### config.mk
export PLATFORM = sky130hd
export DESIGN_NAME = manycore_fwd_fifo
export DESIGN_NICKNAME = d
export VERILOG_FILES = /design/src/manycore_pkt_pkg.sv /design/src/manycore_fwd_fifo.sv
export VERILOG_INCLUDE_DIRS = /design/src
export SDC_FILE = /design/constraint.sdc
export NUM_CORES = 1
export LEC_CHECK = 0
export BUFFER_PORTS_ARGS = -buffer_cell sky130_fd_sc_hd__buf_4
export CAP_MARGIN = 20
export CELL_PAD_IN_SITES_DETAIL_PLACEMENT = 1
export CELL_PAD_IN_SITES_GLOBAL_PLACEMENT = 1
export CORE_ASPECT_RATIO = 0.7
export CORE_UTILIZATION = 25
export DETAILED_ROUTE_END_ITERATION = 16
export HOLD_SLACK_MARGIN = 0.02
export PLACE_DENSITY = 0.42
export SYNTH_ARGS = -nofsm -noshare
export SYNTH_HDL_FRONTEND = slang
export SYNTH_SLANG_ARGS = --single-unit
export TNS_END_PERCENT = 1
### constraint.sdc
create_clock -name clk_i -period 2.79 [get_ports clk_i]
set_clock_uncertainty 0.05 [all_clocks]
set_input_delay 0.4185 -clock clk_i [delete_from_list [all_inputs] [get_ports clk_i]]
set_output_delay 0.4185 -clock clk_i [all_outputs]
set_load 0.005 [all_outputs]
### src/manycore_settings.svh
// pod grid size, word and address widths, memory depths and request FIFO depth
`ifndef MANYCORE_SETTINGS_SVH
`define MANYCORE_SETTINGS_SVH

// compute tile grid, vcache rows sit above and below it
`define MC_NUM_TILES_X 2
`define MC_NUM_TILES_Y 2

// endpoints: all tiles plus a north and south vcache per column
`define MC_NUM_EPS (`MC_NUM_TILES_X * (`MC_NUM_TILES_Y + 2))

`define MC_DATA_WIDTH 32
`define MC_ADDR_WIDTH 8

// words per endpoint memory
`define MC_DMEM_WORDS 64
`define MC_VCACHE_WORDS 256

// host request buffering
`define MC_FWD_FIFO_ELS 4

`endif

### src/manycore_pkt_pkg.sv
// request packet field types and request op encoding
`include "manycore_settings.svh"

package manycore_pkt_pkg;

  // destination column and row
  // row 0 north vcache, rows 1..Y tiles, row Y+1 south vcache
  typedef logic [1:0] x_cord_t;
  typedef logic [1:0] y_cord_t;

  typedef logic [`MC_DATA_WIDTH-1:0] data_t;

  // word address inside one endpoint
  typedef logic [`MC_ADDR_WIDTH-1:0] addr_t;

  // one bit per byte lane
  typedef logic [`MC_DATA_WIDTH/8-1:0] mask_t;

  typedef enum logic [1:0] {
    op_load,
    op_store,
    op_amo_add
  } op_e;

endpackage

### src/manycore_fwd_fifo.sv
// circular request FIFO with valid/ready-and enqueue and valid/yumi dequeue
`timescale 1ns/1ps
`include "manycore_settings.svh"

module manycore_fwd_fifo #(
  parameter int els_p = `MC_FWD_FIFO_ELS
) (
  input clk_i
  , input reset_i

  , input enq_v_i
  , output logic enq_ready_o
  , input manycore_pkt_pkg::op_e enq_op_i
  , input manycore_pkt_pkg::x_cord_t enq_x_i
  , input manycore_pkt_pkg::y_cord_t enq_y_i
  , input manycore_pkt_pkg::addr_t enq_addr_i
  , input manycore_pkt_pkg::data_t enq_data_i
  , input manycore_pkt_pkg::mask_t enq_mask_i

  , output logic deq_v_o
  , input deq_yumi_i
  , output manycore_pkt_pkg::op_e deq_op_o
  , output manycore_pkt_pkg::x_cord_t deq_x_o
  , output manycore_pkt_pkg::y_cord_t deq_y_o
  , output manycore_pkt_pkg::addr_t deq_addr_o
  , output manycore_pkt_pkg::data_t deq_data_o
  , output manycore_pkt_pkg::mask_t deq_mask_o
);

  localparam int ptr_w_lp = (els_p > 1) ? $clog2(els_p) : 1;
  localparam int cnt_w_lp = $clog2(els_p + 1);

  manycore_pkt_pkg::op_e op_mem [els_p];
  manycore_pkt_pkg::x_cord_t x_mem [els_p];
  manycore_pkt_pkg::y_cord_t y_mem [els_p];
  manycore_pkt_pkg::addr_t addr_mem [els_p];
  manycore_pkt_pkg::data_t data_mem [els_p];
  manycore_pkt_pkg::mask_t mask_mem [els_p];

  logic [ptr_w_lp-1:0] rptr_r, wptr_r;
  logic [cnt_w_lp-1:0] count_r;
  logic enq, deq;

  // a full FIFO still takes a request when the head leaves this cycle
  assign enq_ready_o = (count_r != cnt_w_lp'(els_p)) || deq_yumi_i;
  assign deq_v_o = (count_r != '0);
  assign enq = enq_v_i && enq_ready_o;
  assign deq = deq_yumi_i && deq_v_o;

  always_ff @(posedge clk_i) begin
    if (reset_i) begin
      rptr_r <= '0;
      wptr_r <= '0;
      count_r <= '0;
    end else begin
      if (enq) begin
        wptr_r <= (wptr_r == ptr_w_lp'(els_p - 1)) ? '0 : wptr_r + 1'b1;
      end
      if (deq) begin
        rptr_r <= (rptr_r == ptr_w_lp'(els_p - 1)) ? '0 : rptr_r + 1'b1;
      end
      count_r <= count_r + cnt_w_lp'(enq) - cnt_w_lp'(deq);
    end
  end

  always_ff @(posedge clk_i) begin
    if (enq) begin
      op_mem[wptr_r] <= enq_op_i;
      x_mem[wptr_r] <= enq_x_i;
      y_mem[wptr_r] <= enq_y_i;
      addr_mem[wptr_r] <= enq_addr_i;
      data_mem[wptr_r] <= enq_data_i;
      mask_mem[wptr_r] <= enq_mask_i;
    end
  end

  assign deq_op_o = op_mem[rptr_r];
  assign deq_x_o = x_mem[rptr_r];
  assign deq_y_o = y_mem[rptr_r];
  assign deq_addr_o = addr_mem[rptr_r];
  assign deq_data_o = data_mem[rptr_r];
  assign deq_mask_o = mask_mem[rptr_r];

endmodule

======== Word level (Yosys, flattened, before mapping) ========
Memories as Yosys holds them, arrays and structs flattened. A register that Yosys moved wholly into a read port is not among the register bits.
Index checks and enable logic that the tools add are counted.
operators by class
  reduce and logical (&&, ||, !) cells .... 4
  equal/unequal tests ..................... 3
  mux-type cells .......................... 16
  $add $sub $neg .......................... 4
operators by type and width
  kind                 number
  $mux 2               14
  $add 2x1->2 const B  2
  $eq 2x2->1 const B   2
  $add 3x1->3          1
  $ne 3x3->1 const B   1
  $reduce_bool 3->1    1
  $sub 3x1->3          1
  $logic_and 1x1->1    2
  $mux 1               2
  $logic_or 1x1->1     1
storage, ports and cells
  bits in writable memories ............... 200
  bits in registers ....................... 7
  memories kept ........................... 6
  word-level logic and storage cells ...... 36
memories
  name      words  width  read ports  clocked after memory_dff  wr ports  RTL line                 RTL
  data_mem  4      32     1           1                         1         manycore_fwd_fifo.sv:37  manycore_pkt_pkg::data_t data_mem [els_p];
  addr_mem  4      8      1           1                         1         manycore_fwd_fifo.sv:36  manycore_pkt_pkg::addr_t addr_mem [els_p];
  mask_mem  4      4      1           1                         1         manycore_fwd_fifo.sv:38  manycore_pkt_pkg::mask_t mask_mem [els_p];
  op_mem    4      2      1           1                         1         manycore_fwd_fifo.sv:33  manycore_pkt_pkg::op_e op_mem [els_p];
  x_mem     4      2      1           1                         1         manycore_fwd_fifo.sv:34  manycore_pkt_pkg::x_cord_t x_mem [els_p];
  y_mem     4      2      1           1                         1         manycore_fwd_fifo.sv:35  manycore_pkt_pkg::y_cord_t y_mem [els_p];

======== Logic depth before layout (Yosys ltp) ========
  word-level depth ........................ 5
  gate-level depth with buffers ........... 12

======== Worst setup path before layout ========
Ideal clock, no wire load.
  kind .................................... in2reg
  from .................................... input deq_yumi_i
  to ...................................... register count_r[2]
  required time ........................... 2.662 ns
  slack ................................... 0.197 ns
  library setup time ...................... 0.078 ns
  data arrival time ....................... 2.465 ns
  stages .................................. 12
  cell sequence ........................... or4b_1 buf_2 and2_4 inv_1 ha_1 inv_1 ha_1 inv_1 fa_1 xor2_1 and2_1 nor3_1
on the way
  cells in the longest elaborated chain, start to end .. 4
  elaborated cells between the ends (all ways) .. 5
  those cells by class .................... add/sub (2); reduce/logical (3)
RTL lines
  what                    RTL line                 RTL
  start: declaration      manycore_fwd_fifo.sv:21  , input deq_yumi_i
  $logic_or 1x1->1        manycore_fwd_fifo.sv:45  assign enq_ready_o = (count_r != cnt_w_lp'(els_p)) || deq_yumi_i;
  via enq_ready_o         manycore_fwd_fifo.sv:12  , output logic enq_ready_o
  $logic_and 1x1->1       manycore_fwd_fifo.sv:47  assign enq = enq_v_i && enq_ready_o;
  $add 3x1->3             manycore_fwd_fifo.sv:62  count_r <= count_r + cnt_w_lp'(enq) - cnt_w_lp'(deq);
  $sub 3x1->3             manycore_fwd_fifo.sv:62
  end signal: assignment  manycore_fwd_fifo.sv:62
  end: declaration        manycore_fwd_fifo.sv:41  logic [cnt_w_lp-1:0] count_r;
The timed path passes the listed nets, and every way through them passes these cells.
A chain may end at the register's enable or synchronous reset.

==> run metrics <==
Placed Cells incl. Taps=826; weighted congestion reported at the end of routability-driven placement=0.662; final max-slew violation count=0; share of cells above drive strength 1=between 40% and 50%; endpoint class of the critical path=output port; count of antenna-violating nets left after detailed routing=0; area of placed instances=9050 um^2; total setup violations reported at the end of the flow=0; number of buffers added on ports=~110; critical path startpoint category=register; area of the core region=approximately 30,000 um^2; Final Hold Vio Count=0; die outline area=31,400 um^2; die boundary width=between 200 and 250 um; Post-CTS Setup Bufs=0; final design area excluding fillers=~9800 um^2; clock latency reported for the late side of the worst-skew pair=roughly 0.51 ns; Sink Count=between 200 and 250; post-synth cell types=24; final routed wirelength across all metal layers=16,500 um; Max-cap violations=0; startpoint of the worst register-to-register path=count_r[1]; first-pass GRT wire length=25,000 um; top-count cell post-synth=edfxtp_1; largest driver fanout on the critical path=14; tightest slew margin relative to the limit=60.9%; initial cell density of the core=25.5%; Net Count, Synth=~370; Synth async-reset ratio=0%; largest incremental delay on the critical path=0.57 ns; setup repair after global routing missed its margin=no; Leakage=approximately 3.3 nW; slew at the pin closest to its max-slew limit=between 0.5 and 0.6 ns; count of boundary I/O pins=106; result of the run=completed; post-synthesis instance area=roughly 7700 um^2; clock-pin slew on the worst setup and hold paths=0.06 ns; end of the worst hold path=data_mem[3][25]; routed vias=3,593; share of the clock period used by the worst path=about 93%; Gates resized, CTS repair=0; Ys Warns=0; violation count after the first detailed-route iteration=170; Placement Rows=between 50 and 60; nets=504; post-synthesis cell count=about 310; synthesis-to-finish area growth=28.1%; Main synth FF type=edfxtp_1; Worst R2R Path Depth=11; maximum number of pins on one net before global-route repair=between 50 and 60; leading cell types by count after synthesis=edfxtp_1 (200), mux4_2 (50), dfxtp_1 (9); worst-path cell with the longest stage delay=mux4_2; most frequent cell on the critical path=buf_4; worst reg2reg setup slack=~0.19 ns; Data arrival, critical path=~2.1 ns; total chip power=8.50 mW; antenna fix cells=0; H-tree Lvls=1; CTS buffer count=24; clock tree from TritonCTS=yes; Via-to-Cell Ratio=between 4 and 5; ordered list of cells on the worst path=buf_4, mux4_2, buf_4; Crit Path Class=reg -> out; via count of the first global-routing pass=~4,100; largest cells by area after synthesis=edfxtp_1 (78%), mux4_2 (15%), dfxtp_1 (2.4%); endpoint of the worst-slack reg-to-reg timing path=count_r[2]; worst ir drop on vdd=0.323 mV; PwrDens=865 nW/um^2; hold path startpoint=enq_data_i[25]; fraction of synthesized cell area taken by the top area cell type=78.3%; buffer depth of the longest clock path=3; worst hold margin=about 0.060 ns; sequential-to-total area share from yosys stat=between 80% and 90%; Yosys reg bits=between 200 and 250; required time of the critical path=2.32 ns; number of DRC violations after detailed routing=0; Overflow after GRT=0; antenna violations before repair=1; post-detailed-placement half-perimeter wirelength=between 9000 and 10,000 um; syn_area_per_cell=roughly 25 um^2; Global Route Usage Sum=10.8%; average wire per cell in the routed design=~19 um; Final min period=about 2.6 ns; Hold/Removal Path Class=in -> reg; Pre-Repair DR Iteration Count=4; library cell with the largest summed area after synthesis=edfxtp_1; non-filler instance count after layout=about 870; setup_tns=0 ns; highest attainable clock frequency=slightly below 400 MHz; Vert. Die Dim=around 150 um; crit-path leading delay family=multiplexers; buffering stage count on the worst path with inverters included=2; Clk Tree Root Cell=clkbuf_16; Hold Path Cell Cnt=1; number of enable-type register cells in the synthesized netlist=200
through the flow:
stage / utilization (%) / setup WS [ns]
after detailed placement: 30.1 / 0.0395
after floorplan: - / 0.197
after global placement: 30.1 / 0.0849
after global routing: 32.6 / 0.0180
final: 32.6 / 0.191
after CTS: 32.6 / 0.0870
registers in the layout (all words and copies together) (netlist names), named ones only:
signal    cells
addr_mem     32
count_r       3
data_mem    128
mask_mem     16
op_mem        8
rptr_r        2
wptr_r        2
x_mem         8
y_mem         8
timing repair:
| action | in CTS | in global routing |
|---|---|---|
| setup endpoints to repair | 0 | 0 |
| hold endpoints to repair | 7 | 0 |
| hold buffers | 2 | 0 |
placed cells by master (no fill, tap or decap), types with 4 or more instances in the layout:
master / n
edfxtp_1: 200
and3_2: 4
clkbuf_16: 25
clkbuf_1: 4
inv_1: 6
buf_4: 114
clkinv_1: 8
ha_1: 7
clkinv_2: 5
mux4_2: 50
dfxtp_1: 7
cell families (layout without fill, tap and decap cells):
kind of cell	after synthesis	after routing	share of synthesized area, %
flops	209	209	80.7
mux	51	51	14.8
buf+inv	20	169	1.08
simple gates	18	18	1.40
fa+ha+maj	8	8	1.40
compound gates	4	4	0.490
xor+xnor	1	1	0.114
power breakdown:
part,switching (mW),internal (mW)
Sequential,0.116,3.74
Clock,1.20,1.81
Combinational,0.720,0.920
Total,2.03,6.46
how the worst max path moves through the flow:
stage	slack, ns	endpoint	from	cells past startpoint
2_1_floorplan	0.20	count_r[2]	deq_yumi_i	12
3_3_place_gp	0.08	count_r[2]	deq_yumi_i	12
3_5_place_dp	0.04	count_r[2]	deq_yumi_i	12
4_1_cts	0.09	deq_x_o[1]	register	3
5_1_grt	0.02	count_r[2]	count_r[1]	11
6_report	0.19	deq_x_o[1]	register	3
area by class of cell:
| cell class | count | area, um^2 |
|---|---|---|
| Fill cell | 3034 | 20300 |
| Sequential cell | 209 | 6190 |
| Multi-Input combinational cell | 82 | 1400 |
| Timing Repair Buffer | 119 | 936 |
| Clock buffer | 29 | 641 |
| Tap cell | 412 | 515 |
| Clock inverter | 15 | 115 |
| Inverter | 6 | 22.5 |
per-layer routing:
layer  up-vias  wire length, um  track usage (%)
met5         -               17                0
met4         2              301             2.75
met3        30             1070             3.57
met2        94             7970             17.7
met1      1890             7190             13.9
li1       1577                -                -
Note: power is estimated with default switching activity, not from simulation.
