File: src/manycore_settings.svh
// pod grid size, word and address widths, memory depths and request FIFO depth
`ifndef MANYCORE_SETTINGS_SVH
`define MANYCORE_SETTINGS_SVH

// compute tile grid, vcache rows sit above and below it
`define MC_NUM_TILES_X 2
`define MC_NUM_TILES_Y 2

// endpoints: all tiles plus a north and south vcache per column
`define MC_NUM_EPS (`MC_NUM_TILES_X * (`MC_NUM_TILES_Y + 2))

`define MC_DATA_WIDTH 32
`define MC_ADDR_WIDTH 8

// words per endpoint memory
`define MC_DMEM_WORDS 64
`define MC_VCACHE_WORDS 256

// host request buffering
`define MC_FWD_FIFO_ELS 4

`endif

File: src/manycore_pkt_pkg.sv
// request packet field types and request op encoding
`include "manycore_settings.svh"

package manycore_pkt_pkg;

  // destination column and row
  // row 0 north vcache, rows 1..Y tiles, row Y+1 south vcache
  typedef logic [1:0] x_cord_t;
  typedef logic [1:0] y_cord_t;

  typedef logic [`MC_DATA_WIDTH-1:0] data_t;

  // word address inside one endpoint
  typedef logic [`MC_ADDR_WIDTH-1:0] addr_t;

  // one bit per byte lane
  typedef logic [`MC_DATA_WIDTH/8-1:0] mask_t;

  typedef enum logic [1:0] {
    op_load,
    op_store,
    op_amo_add
  } op_e;

endpackage

File: src/manycore_ctrl_pkg.sv
// endpoint index type and crossbar controller states
`include "manycore_settings.svh"

package manycore_ctrl_pkg;

  // tiles first in row-major order, then north vcaches, then south vcaches
  typedef logic [$clog2(`MC_NUM_EPS)-1:0] ep_idx_t;

  typedef enum logic [1:0] {
    st_idle,
    st_issue,
    st_wait,
    st_resp
  } ctrl_state_e;

endpackage

File: src/manycore_xbar_ctrl.sv
// crossbar controller: coordinate decode, endpoint strobe, response capture and hold
`timescale 1ns/1ps
`include "manycore_settings.svh"

module manycore_xbar_ctrl (
  input clk_i
  , input reset_i

  , input deq_v_i
  , output logic deq_yumi_o
  , input manycore_pkt_pkg::op_e deq_op_i
  , input manycore_pkt_pkg::x_cord_t deq_x_i
  , input manycore_pkt_pkg::y_cord_t deq_y_i
  , input manycore_pkt_pkg::addr_t deq_addr_i
  , input manycore_pkt_pkg::data_t deq_data_i
  , input manycore_pkt_pkg::mask_t deq_mask_i

  , output logic [`MC_NUM_EPS-1:0] ep_v_o
  , output manycore_pkt_pkg::op_e ep_op_o
  , output manycore_pkt_pkg::addr_t ep_addr_o
  , output manycore_pkt_pkg::data_t ep_data_o
  , output manycore_pkt_pkg::mask_t ep_mask_o
  , input [`MC_NUM_EPS-1:0] ep_rsp_v_i
  , input manycore_pkt_pkg::data_t [`MC_NUM_EPS-1:0] ep_rsp_data_i
  , input [`MC_NUM_EPS-1:0] ep_rsp_err_i

  , output logic host_rsp_v_o
  , input host_rsp_ready_i
  , output manycore_pkt_pkg::data_t host_rsp_data_o
  , output logic host_rsp_err_o
);

  localparam int num_tiles_lp = `MC_NUM_TILES_X * `MC_NUM_TILES_Y;

  manycore_ctrl_pkg::ctrl_state_e state_r, state_n;
  manycore_ctrl_pkg::ep_idx_t head_idx, idx_r;
  logic head_bad;

  // decode the head coordinate to a flat endpoint index
  always_comb begin
    int x_int;
    int y_int;
    x_int = int'(deq_x_i);
    y_int = int'(deq_y_i);
    head_bad = 1'b0;
    head_idx = '0;
    if (x_int >= `MC_NUM_TILES_X) begin
      head_bad = 1'b1;
    end else if (y_int == 0) begin
      head_idx = manycore_ctrl_pkg::ep_idx_t'(num_tiles_lp + x_int);
    end else if (y_int <= `MC_NUM_TILES_Y) begin
      head_idx = manycore_ctrl_pkg::ep_idx_t'((y_int - 1) * `MC_NUM_TILES_X + x_int);
    end else if (y_int == `MC_NUM_TILES_Y + 1) begin
      head_idx = manycore_ctrl_pkg::ep_idx_t'(num_tiles_lp + `MC_NUM_TILES_X + x_int);
    end else begin
      head_bad = 1'b1;
    end
  end

  assign deq_yumi_o = (state_r == manycore_ctrl_pkg::st_idle) && deq_v_i;

  always_comb begin
    state_n = state_r;
    case (state_r)
      manycore_ctrl_pkg::st_idle: begin
        if (deq_v_i) begin
          // unreachable endpoints answer right away
          state_n = head_bad ? manycore_ctrl_pkg::st_resp : manycore_ctrl_pkg::st_issue;
        end
      end
      manycore_ctrl_pkg::st_issue: state_n = manycore_ctrl_pkg::st_wait;
      manycore_ctrl_pkg::st_wait: begin
        if (ep_rsp_v_i[idx_r]) begin
          state_n = manycore_ctrl_pkg::st_resp;
        end
      end
      manycore_ctrl_pkg::st_resp: begin
        if (host_rsp_ready_i) begin
          state_n = manycore_ctrl_pkg::st_idle;
        end
      end
      default: state_n = manycore_ctrl_pkg::st_idle;
    endcase
  end

  always_ff @(posedge clk_i) begin
    if (reset_i) begin
      state_r <= manycore_ctrl_pkg::st_idle;
    end else begin
      state_r <= state_n;
    end
  end

  // request fields held while in flight, response held for the host
  always_ff @(posedge clk_i) begin
    if (deq_yumi_o) begin
      idx_r <= head_idx;
      ep_op_o <= deq_op_i;
      ep_addr_o <= deq_addr_i;
      ep_data_o <= deq_data_i;
      ep_mask_o <= deq_mask_i;
    end
    if (deq_yumi_o && head_bad) begin
      host_rsp_data_o <= '0;
      host_rsp_err_o <= 1'b1;
    end else if (state_r == manycore_ctrl_pkg::st_wait && ep_rsp_v_i[idx_r]) begin
      host_rsp_data_o <= ep_rsp_data_i[idx_r];
      host_rsp_err_o <= ep_rsp_err_i[idx_r];
    end
  end

  always_comb begin
    ep_v_o = '0;
    if (state_r == manycore_ctrl_pkg::st_issue) begin
      ep_v_o[idx_r] = 1'b1;
    end
  end

  assign host_rsp_v_o = (state_r == manycore_ctrl_pkg::st_resp);

endmodule

File: config.mk
export PLATFORM = sky130hd
export DESIGN_NAME = manycore_xbar_ctrl
export DESIGN_NICKNAME = d
export VERILOG_FILES = /design/src/manycore_pkt_pkg.sv /design/src/manycore_ctrl_pkg.sv /design/src/manycore_xbar_ctrl.sv
export VERILOG_INCLUDE_DIRS = /design/src
export SDC_FILE = /design/constraint.sdc
export NUM_CORES = 1
export LEC_CHECK = 0
export BUFFER_PORTS_ARGS = -buffer_cell sky130_fd_sc_hd__clkbuf_2
export CAP_MARGIN = 15
export CORE_AREA = 2 2 163 165
export CTS_CLUSTER_DIAMETER = 80
export DETAILED_ROUTE_END_ITERATION = 16
export DIE_AREA = 0 0 165 167
export GPL_TIMING_DRIVEN = 0
export HOLD_SLACK_MARGIN = 0.05
export PLACE_DENSITY_LB_ADDON = 0.25
export SKIP_LAST_GASP = 1
export SYNTH_ARGS = -nofsm -noshare
export SYNTH_HDL_FRONTEND = slang
export SYNTH_SLANG_ARGS = --single-unit
export TNS_END_PERCENT = 20
File: constraint.sdc
create_clock -name clk_i -period 2.6 [get_ports clk_i]
set_input_delay 0.52 -clock clk_i [delete_from_list [all_inputs] [get_ports clk_i]]
set_output_delay 0.52 -clock clk_i [all_outputs]
set_load 0.02 [all_outputs]
==> After elaboration in Yosys (flattened, before gate mapping) <==
Index checks and enable logic that the tools add are counted.
{ "word_totals": {"register_bits": 84, "out_inout_bits": 89, "elab_cells": 51} }
{ "classes": {"add_sub_neg": 4, "order_cmp": 4, "eq_ne": 7, "muxes": 21, "reduce_logical": 7} }
{ "op_table": {"columns": ["cell", "count"], "rows": [
  ["binary-select mux 32 bit (select 3 bit)", 1],
  ["two-way mux 32 bit", 1],
  ["two-way mux 3 bit", 3],
  ["two-way mux 2 bit", 4],
  ["two-way mux 8 bit", 1],
  ["one-hot mux 2 bit (4 select lines)", 1],
  ["two-way mux 1 bit", 7],
  ["adder 3 x 2 -> 3 bit, first input constant", 2],
  ["binary-select mux 1 bit (select 3 bit)", 2],
  ["== test 2 x 1 -> 1 bit, second input constant", 2],
  ["== test 2 bit, second input constant", 2],
  ["logical AND 1 bit", 4],
  ["zero test 2 bit", 2],
  ["< comparator 3 x 4 -> 1 bit, second input constant", 1],
  ["!= test 2 bit, second input constant", 2],
  ["adder 3 bit", 1],
  ["demux 1 bit (select 3 bit)", 1],
  [">= comparator 3 x 1 -> 1 bit, second input constant", 1],
  ["AND reduction 3 bit", 1],
  [">= comparator 2 bit, second input constant", 1],
  ["less-or-equal comparator 2 bit, second input constant", 1],
  ["!= test 2 x 1 -> 1 bit, second input constant", 1],
  ["subtractor 2 x 1 -> 2 bit, second input constant", 1]
]} }

==> Logic depth before layout (Yosys ltp) <==
Gate-level depths: netlist (run 1).
{ "logic_depth": {"depth_word": 8, "depth_mapped": 7} }

==> Least setup slack after synthesis (run 1) <==
OpenSTA, ideal clock, no wires.
{ "synth_timing": {"path_type": "register to output", "startpoint": "reg state_r[0]", "endpoint": "out deq_yumi_o", "arrival_ns": 1.908, "setup_slack_ns": 0.172, "path_stages_with_launch": 4, "cell_sequence": "dfxtp_1 -> inv_1 -> ha_1 -> and2_1"} }
{ "synth_between": {"elab_chain_cells": 2} }
{ "synth_rtl": {"columns": ["item", "line", "text"], "rows": [
  ["from (decl)", "manycore_xbar_ctrl.sv:35", "manycore_ctrl_pkg::ctrl_state_e state_r, state_n;"],
  ["from (signal assigned)", "manycore_xbar_ctrl.sv:88", "state_r <= manycore_ctrl_pkg::st_idle;"],
  ["from (signal assigned)", "manycore_xbar_ctrl.sv:90", "state_r <= state_n;"],
  ["zero test 2 bit", "manycore_xbar_ctrl.sv:60", "assign deq_yumi_o = (state_r == manycore_ctrl_pkg::st_idle) && deq_v_i;"],
  ["logical AND 1 bit", "manycore_xbar_ctrl.sv:60", null],
  ["to (decl)", "manycore_xbar_ctrl.sv:10", ", output logic deq_yumi_o"]
]} }
No other way between the ends.

==> Worst setup path after layout (run 1) <==
{ "layout_timing": {"startpoint": "reg idx_r[2]", "endpoint": "reg host_rsp_data_o[20]"} }
{ "layout_between": {"elab_chain_cells": 3} }
{ "layout_rtl": {"columns": ["item", "line", "text"], "rows": [
  ["from (decl)", "manycore_xbar_ctrl.sv:36", "manycore_ctrl_pkg::ep_idx_t head_idx, idx_r;"],
  ["from (signal assigned)", "manycore_xbar_ctrl.sv:97", "idx_r <= head_idx;"],
  ["binary-select mux 1 bit (select 3 bit)", "manycore_xbar_ctrl.sv:106", "end else if (state_r == manycore_ctrl_pkg::st_wait && ep_rsp_v_i[idx_r]) begin"],
  ["two-way mux 1 bit (not written as such)", "manycore_xbar_ctrl.sv:106", null],
  ["logical AND 1 bit", "manycore_xbar_ctrl.sv:106", null],
  ["to (signal assigned)", "manycore_xbar_ctrl.sv:107", "host_rsp_data_o <= ep_rsp_data_i[idx_r];"],
  ["to (decl)", "manycore_xbar_ctrl.sv:29", ", output manycore_pkt_pkg::data_t host_rsp_data_o"]
]} }
Several ways; a longest one is shown, not always the timed one. The select of a mux whose other input is x is not followed.
A chain may end at the register's enable or synchronous reset.

==> results of run 1 <==
==> worst paths after layout <==
kind	to	slack, ns	cells after the start
min	ep_addr_o[0]$_DFFE_PP_	0.35	1
min reg2reg	host_rsp_data_o[15]$_SDFFE_PP0P_	0.47	2
max reg2reg	host_rsp_data_o[20]$_SDFFE_PP0P_	0.17	7
max	host_rsp_data_o[20]$_SDFFE_PP0P_	0.17	7
==> power breakdown <==
group	switching, mW	leakage [nW]	internal, mW	total [mW]
clock	0.588	0.137	0.756	1.34
combinational	1.85	2.75	1.34	3.20
sequential	0.143	0.752	1.80	1.94
==> per-stage QoR <==
stage          setup WS (ns)  instance area, um^2  setup TNS (ns)
2_1_floorplan          0.172                 5310               0
3_3_place_gp          -0.743                 7800          -12.67
6_report               0.174                 8120               0
4_1_cts              -0.0132                 8120         -0.0132
5_1_grt               0.0566                 8120               0
3_5_place_dp         -0.0691                 7820         -0.0691
==> what timing repair did <==
action / in CTS / in global routing
gates resized for setup: 2 / 1
hold buffers: 0 / 0
endpoints found under the setup margin: 8 / 6
==> area by class of cell <==
class                      count  area share (%)
multi-input combinational    254            35.5
sequential                    84            26.7
timing repair buffer         415            25.8
tap                          335            5.16
buffer                        42            2.83
clock buffer                  10            2.82
clock inverter                 6           0.894
inverter                       6           0.277
antenna                        1          0.0308
==> placed cells by master (no fill, tap or decap), types with 4 or more instances in the layout <==
master and instances:
nor2_1 11, clkbuf_2 414, nand4_1 33, buf_6 6, ha_1 8, buf_2 16, mux2_2 32, edfxtp_1 49
clkbuf_1 16, mux4_2 66, clkbuf_16 9, o31ai_1 33, nor2b_1 6, nor3_1 4, mux2i_1 6, inv_1 6
a21oi_1 33, dfxtp_1 35
==> registers in the layout, indices dropped and copies added, names as in the netlist <==
register / cells
ep_data_o: 32
host_rsp_data_o: 32
ep_addr_o: 8
ep_mask_o: 4
idx_r: 3
ep_op_o: 2
state_r: 2
host_rsp_err_o: 1
==> cell usage after synthesis, types with 3 or more instances <==
cell      instances  area (um^2)
mux4_2           66         1490
edfxtp_1         49         1470
dfxtp_1          35          701
a21oi_1          33          165
nand4_1          33          206
o31ai_1          33          248
mux2_2           32          360
buf_2            20          100
clkbuf_1         15         56.3
nor2_1           11         41.3
ha_1              8          100
inv_1             6         22.5
mux2i_1           6         60.1
nor2b_1           6         37.5
buf_6             5         56.3
nor3_1            4         20.0
buf_1             3         11.3
nand2_1           3         11.3
nand2b_1          3         18.8
==> layer usage <==
layer / wire length, um / share of wire, % / vias to the layer above
li1: - / - / 2462
met5: 0 / 0 / -
met2: 11000 / 49 / 275
met4: 301 / 1.3 / 0
met3: 2050 / 9.0 / 13
met1: 9250 / 41 / 2512
==> cell families after synthesis <==
group | count (synthesis) | synth area share, %
AOI/OAI and AO/OA | 75 | 9.31
xor gates and xnor gates | 1 | 0.165
adders and majority gates | 8 | 1.89
buffers and inverters | 50 | 4.79
DFF | 84 | 40.9
muxes | 104 | 35.9
and+or+nand+nor | 66 | 6.98
==> key figures, run 1 <==
STA
  – Final min period: 2.43 ns
  – Hold_ws: 0.348 ns
  – Max Fclk: 0.412 GHz
  – Final hold viol count: 0
  – RSZ-0062 raised after global routing: false
  – Slew Limit Fails: 0
  – Tcrit/Tclk final: 93.3%
  – Worst-margin pin slew: 0.715 ns
  – Rel. slew slack: 52.3%
  – Clock skew: 0.00999 ns
  – Count of final setup violators: 0

GRT
  – Antenna violations before repair: 1
  – Vias in the first global route: 5,422
  – First-pass GRT wire length: 32,400 um
  – Met1 global-route usage: 19.8%
  – Met3 Use GR: 4.51%
  – Final global-route overflow total: 0
  – GR Layer Usage met2: 27.0%
  – Gr busiest metal: met2
  – Total GRT Usage: 15.8%
  – Pin count of the biggest net entering global routing: 30

Floorplan
  – Die height: 167 um
  – Die area: 27,600 um^2
  – FP Rows: 59
  – Num ports: 415
  – Initial core utilization: 20.6%
  – Die Span X: 165 um
  – Core area: 25,800 um^2

Cells and area
  – Core Util, Final: 31.5%
  – Register area: 2170 um^2
  – Non-filler cells, final: 1,153
  – Filler instances: 2,675
  – P&R area growth vs syn: 53.1%
  – Share of cells above drive strength 1: 68.1%
  – Fin nets: 1,146
  – Multi-input gate area: 2880 um^2

Worst setup path
  – Crit end category: register
  – Critical path startpoint: idx_r[2]$_SDFFCE_PP0P_
  – Critical Path Fanout Max: 19
  – Crit path top cell by count: buf_2
  – Critical-path cell list: buf_2 > buf_6 > nor2_1 > a22oi_2 > buf_2 > nand4_1 > a21oi_1
  – Buf/Inv on CP: 3
  – Critical path arrival: 2.70 ns
  – Critical path's slowest cell: a22oi_2
  – CP Class: reg -> reg
  – Top delay family on crit path: buffers and inverters
  – Required @ worst endpoint: 2.88 ns
  – RR Startpoint: idx_r[2]$_SDFFCE_PP0P_
  – Startpoint types: register
  – Largest stage delay, worst path: 0.59 ns

CTS
  – CTS root buf: clkbuf_16
  – Clock slew at reported path FFs: 0.07 ns
  – CTS tree: built
  – CTS Buf Count: 9
  – CTS sink cnt: 84
  – Setup repair bufs after CTS: 0
  – Bufs on Longest Clock Path: 2
  – Skew-Pair Late Insertion Delay: 0.35 ns
  – H-tree levels: 3

Power
  – Leak pwr: 3.64 nW
  – Power Total: 6.48 mW
  – Max rail drop VDD: 0.329 mV
  – Power Density: 798 nW/um^2

Synthesis
  – Sequential area share after synthesis: 40.9%
  – Yosys reg bits: 84
  – Post-synth EDFFs: 49
  – Ys flop type: edfxtp_1
  – Post-synth cell types: 32
  – Post-synthesis cell count: 388
  – Asr flop ratio synth: 0%
  – Syn Std Cell Area: 5310 um^2
  – Synth Area per Inst: 13.7 um^2
  – Syn Nets: 722
  – Yosys Warn Count: 0

Routing
  – Drt wl/cell: 19.6 um
  – Drt drc: 0
  – Detailed Route Iter0 Violations: 308
  – Final ANT Viol Nets: 0
  – Post-Route WL: 22,600 um
  – Drt via density: 4.56
  – TritonRoute pass-1 iters: 4
  – Total vias in the final route: 5,262

Status
  – Status: finished clean

Flow run
  – Max-cap violations: 0

Place
  – Dpl cells: 1,138
  – HPWL after detailed placement: 18,800 um
  – Port bufs: 414
  – GPL Wtd Cong: 0.761

Min path
  – Hold Path Origin: deq_addr_i[0]
  – Hold Crit Class: in -> reg
No activity file was read; power rests on OpenSTA's default activity.
==> run 2: changes to the inputs <==
RECOVER_POWER = 100   (was default)
==> key figures, run 2 (synthesis gave the netlist of run 1 again) <==
Min path
  – Hold Path Origin: deq_op_i[0] (was deq_addr_i[0])
  – Hold worst-path end: ep_op_o[0]$_DFFE_PP_ (was ep_addr_o[0]$_DFFE_PP_)
  – Hold Crit Class: in -> reg (unchanged)
  – Hold path depth: 1 (unchanged)

Worst setup path
  – Critical Path Fanout Max: 19 (unchanged)
  – Top delay family on crit path: buffers and inverters (unchanged)
  – Critical path arrival: 1.91 ns (was 2.70 ns)
  – Largest stage delay, worst path: 0.34 ns (was 0.59 ns)
  – Required @ worst endpoint: 2.08 ns (was 2.88 ns)
  – RR Startpoint: idx_r[2]$_SDFFCE_PP0P_ (unchanged)
  – Startpoint types: register (unchanged)
  – Critical path's slowest cell: buf_6 (was a22oi_2)
  – Crit end category: primary output (was register)
  – Critical-path cell list: buf_2 > buf_6 > nand2_1 > nor2_1 > clkbuf_1 (was buf_2 > buf_6 > nor2_1 > a22oi_2 > buf_2 > nand4_1 > a21oi_1)
  – Buf/Inv on CP: 3 (unchanged)
  – CP Class: reg -> out (was reg -> reg)
  – R2R Path End: host_rsp_data_o[20]$_SDFFE_PP0P_ (unchanged)
  – Worst reg2reg path depth: 7 (unchanged)
  – R2R setup slack: 0.19 ns (was 0.17 ns)

STA
  – Final hold viol count: 0 (unchanged)
  – Rel. slew slack: 51.5% (was 52.3%)
  – Max Fclk: 0.411 GHz (was 0.412 GHz)
  – Tcrit/Tclk final: 93.6% (was 93.3%)
  – Worst-margin pin slew: 0.727 ns (was 0.715 ns)
  – Hold_ws: 0.349 ns (was 0.348 ns)
  – Count of final setup violators: 0 (unchanged)
  – RSZ-0062 raised after global routing: false (unchanged)
  – Slew Limit Fails: 0 (unchanged)
  – Final min period: 2.43 ns (about the same)
  – Clock skew: 0.0105 ns (was 0.00999 ns)

Place
  – GPL Wtd Cong: 0.761 (unchanged)
  – Dpl cells: 1,138 (unchanged)
  – HPWL after detailed placement: 18,800 um (unchanged)
  – Port bufs: 414 (unchanged)

CTS
  – Bufs on Longest Clock Path: 2 (unchanged)
  – Clock slew at reported path FFs: 0.07 ns (about the same)
  – CTS sink cnt: 84 (unchanged)
  – CTS tree: built (unchanged)
  – CTS root buf: clkbuf_16 (unchanged)
  – Post-CTS Hold Buffers: 0 (unchanged)
  – Skew-Pair Late Insertion Delay: 0.35 ns (about the same)
  – Setup repair bufs after CTS: 0 (unchanged)
  – H-tree levels: 3 (unchanged)
  – CTS Buf Count: 9 (unchanged)

Cells and area
  – P&R area growth vs syn: 50.6% (was 53.1%)
  – Core Util, Final: 31.0% (was 31.5%)
  – Commonest non-fill, non-tap cell in the layout: clkbuf_2 (unchanged)
  – Non-filler cells, final: 1,153 (unchanged)
  – Most frequent cells in the layout: 327 x clkbuf_2, 108 x clkbuf_1, 66 x mux4_2 (was 414 x clkbuf_2, 66 x mux4_2, 49 x edfxtp_1)
  – Filler instances: 2,724 (was 2,675)
  – Share of cells above drive strength 1: 56.9% (was 68.1%)
  – Fin nets: 1,146 (unchanged)
  – Largest regs: ep_data_o: 32 flops, host_rsp_data_o: 32 flops, ep_addr_o: 8 flops (unchanged)

GRT
  – Antenna violations before repair: 1 (unchanged)
  – Pin count of the biggest net entering global routing: 30 (unchanged)
  – First-pass GRT wire length: 32,400 um (unchanged)
  – Total GRT Usage: 15.8% (unchanged)
  – Vias in the first global route: 5,422 (unchanged)
  – Final global-route overflow total: 0 (unchanged)

Power
  – Power Total: 6.40 mW (was 6.48 mW)
  – Max rail drop VDD: 0.294 mV (was 0.329 mV)
  – Leak pwr: 3.35 nW (was 3.64 nW)
  – Power Density: 801 nW/um^2 (was 798 nW/um^2)

Routing
  – Drt via density: 4.57 (was 4.56)
  – Final ANT Viol Nets: 0 (unchanged)
  – Drt drc: 0 (unchanged)
  – Drt wl/cell: 19.7 um (was 19.6 um)
  – Total vias in the final route: 5,268 (was 5,262)
  – Detailed Route Iter0 Violations: 273 (was 308)
  – TritonRoute pass-1 iters: 6 (was 4)
  – Post-Route WL: 22,800 um (was 22,600 um)

Floorplan
  – Num ports: 415 (unchanged)
  – FP Rows: 59 (unchanged)
  – Die height: 167 um (unchanged)
  – Initial core utilization: 20.6% (unchanged)
  – Die area: 27,600 um^2 (unchanged)
  – Die Span X: 165 um (unchanged)
  – Core area: 25,800 um^2 (unchanged)

Flow run
  – Max-cap violations: 0 (unchanged)

Status
  – Status: finished clean (unchanged)
run 2: changes by cell type in the layout (fill, tap and decap cells not counted), sizes merged:
cell,before,now
clkbuf,440,445
buf,27,22
run 2: final cells by class:
type,count,area [um^2],area share (%)
inverters,6,22.5,0.282
well taps,335,419,5.24
diodes,1,2.50,0.0313
flip-flops and latches,84,2170,27.2
plain buffers,42,230,2.88
multi-input cells,254,2880,36.1
clock buffers,10,229,2.86
repair buffers,415,1960,24.6
clock inverters,6,72.6,0.908
run 2: worst register-to-register path, stage by stage (launching register included):
cell and delay, ns:
edfxtp_1 0.32, buf_2 0.31, buf_6 0.35, nor2_1 0.12
a22oi_2 0.56, clkbuf_2 0.35, nand4_1 0.15, a21oi_1 0.19
run 2: per-layer routing:
layer,GRT usage (%),vias up,wire [um]
met5,0,-,0
met4,3.63,0,300
met3,4.51,13,2150
met2,27.0,275,11000
met1,19.8,2522,9270
li1,-,2458,-
run 2: repair_timing:
action                     4_1_cts  5_1_grt
pin swaps                        0        0
resized for setup                2        1
setup endpoints to repair        8        6
run 2: through the flow:
stage | setup TNS, ns | setup WS, ns | area [um^2]
3_5_place_dp | -0.0691 | -0.0691 | 7820
6_report | 0 | 0.166 | 7990
2_1_floorplan | 0 | 0.172 | 5310
4_1_cts | -0.0132 | -0.0132 | 8120
5_1_grt | 0 | 0.0477 | 7990
3_3_place_gp | -12.67 | -0.743 | 7800
run 2: where the power goes:
group	switching (mW)	internal (mW)
sequential	0.143	1.80
combinational	1.86	1.25
clock	0.588	0.756
total	2.59	3.81
run 2: how the worst max path moves through the flow:
stage,depth (start not counted),slack [ns],endpoint,from
6_report,5,0.17,ep_v_o[6],idx_r[2]$_SDFFCE_PP0P_
5_1_grt,5,0.05,ep_v_o[6],idx_r[2]$_SDFFCE_PP0P_
4_1_cts,6,-0.01,ep_v_o[6],idx_r[1]$_SDFFCE_PP0P_
3_5_place_dp,6,-0.07,ep_v_o[4],idx_r[2]$_SDFFCE_PP0P_
3_3_place_gp,4,-0.74,deq_yumi_o,state_r[1]$_SDFFE_PP0P_
2_1_floorplan,3,0.17,deq_yumi_o,state_r[0]$_SDFFE_PP0P_
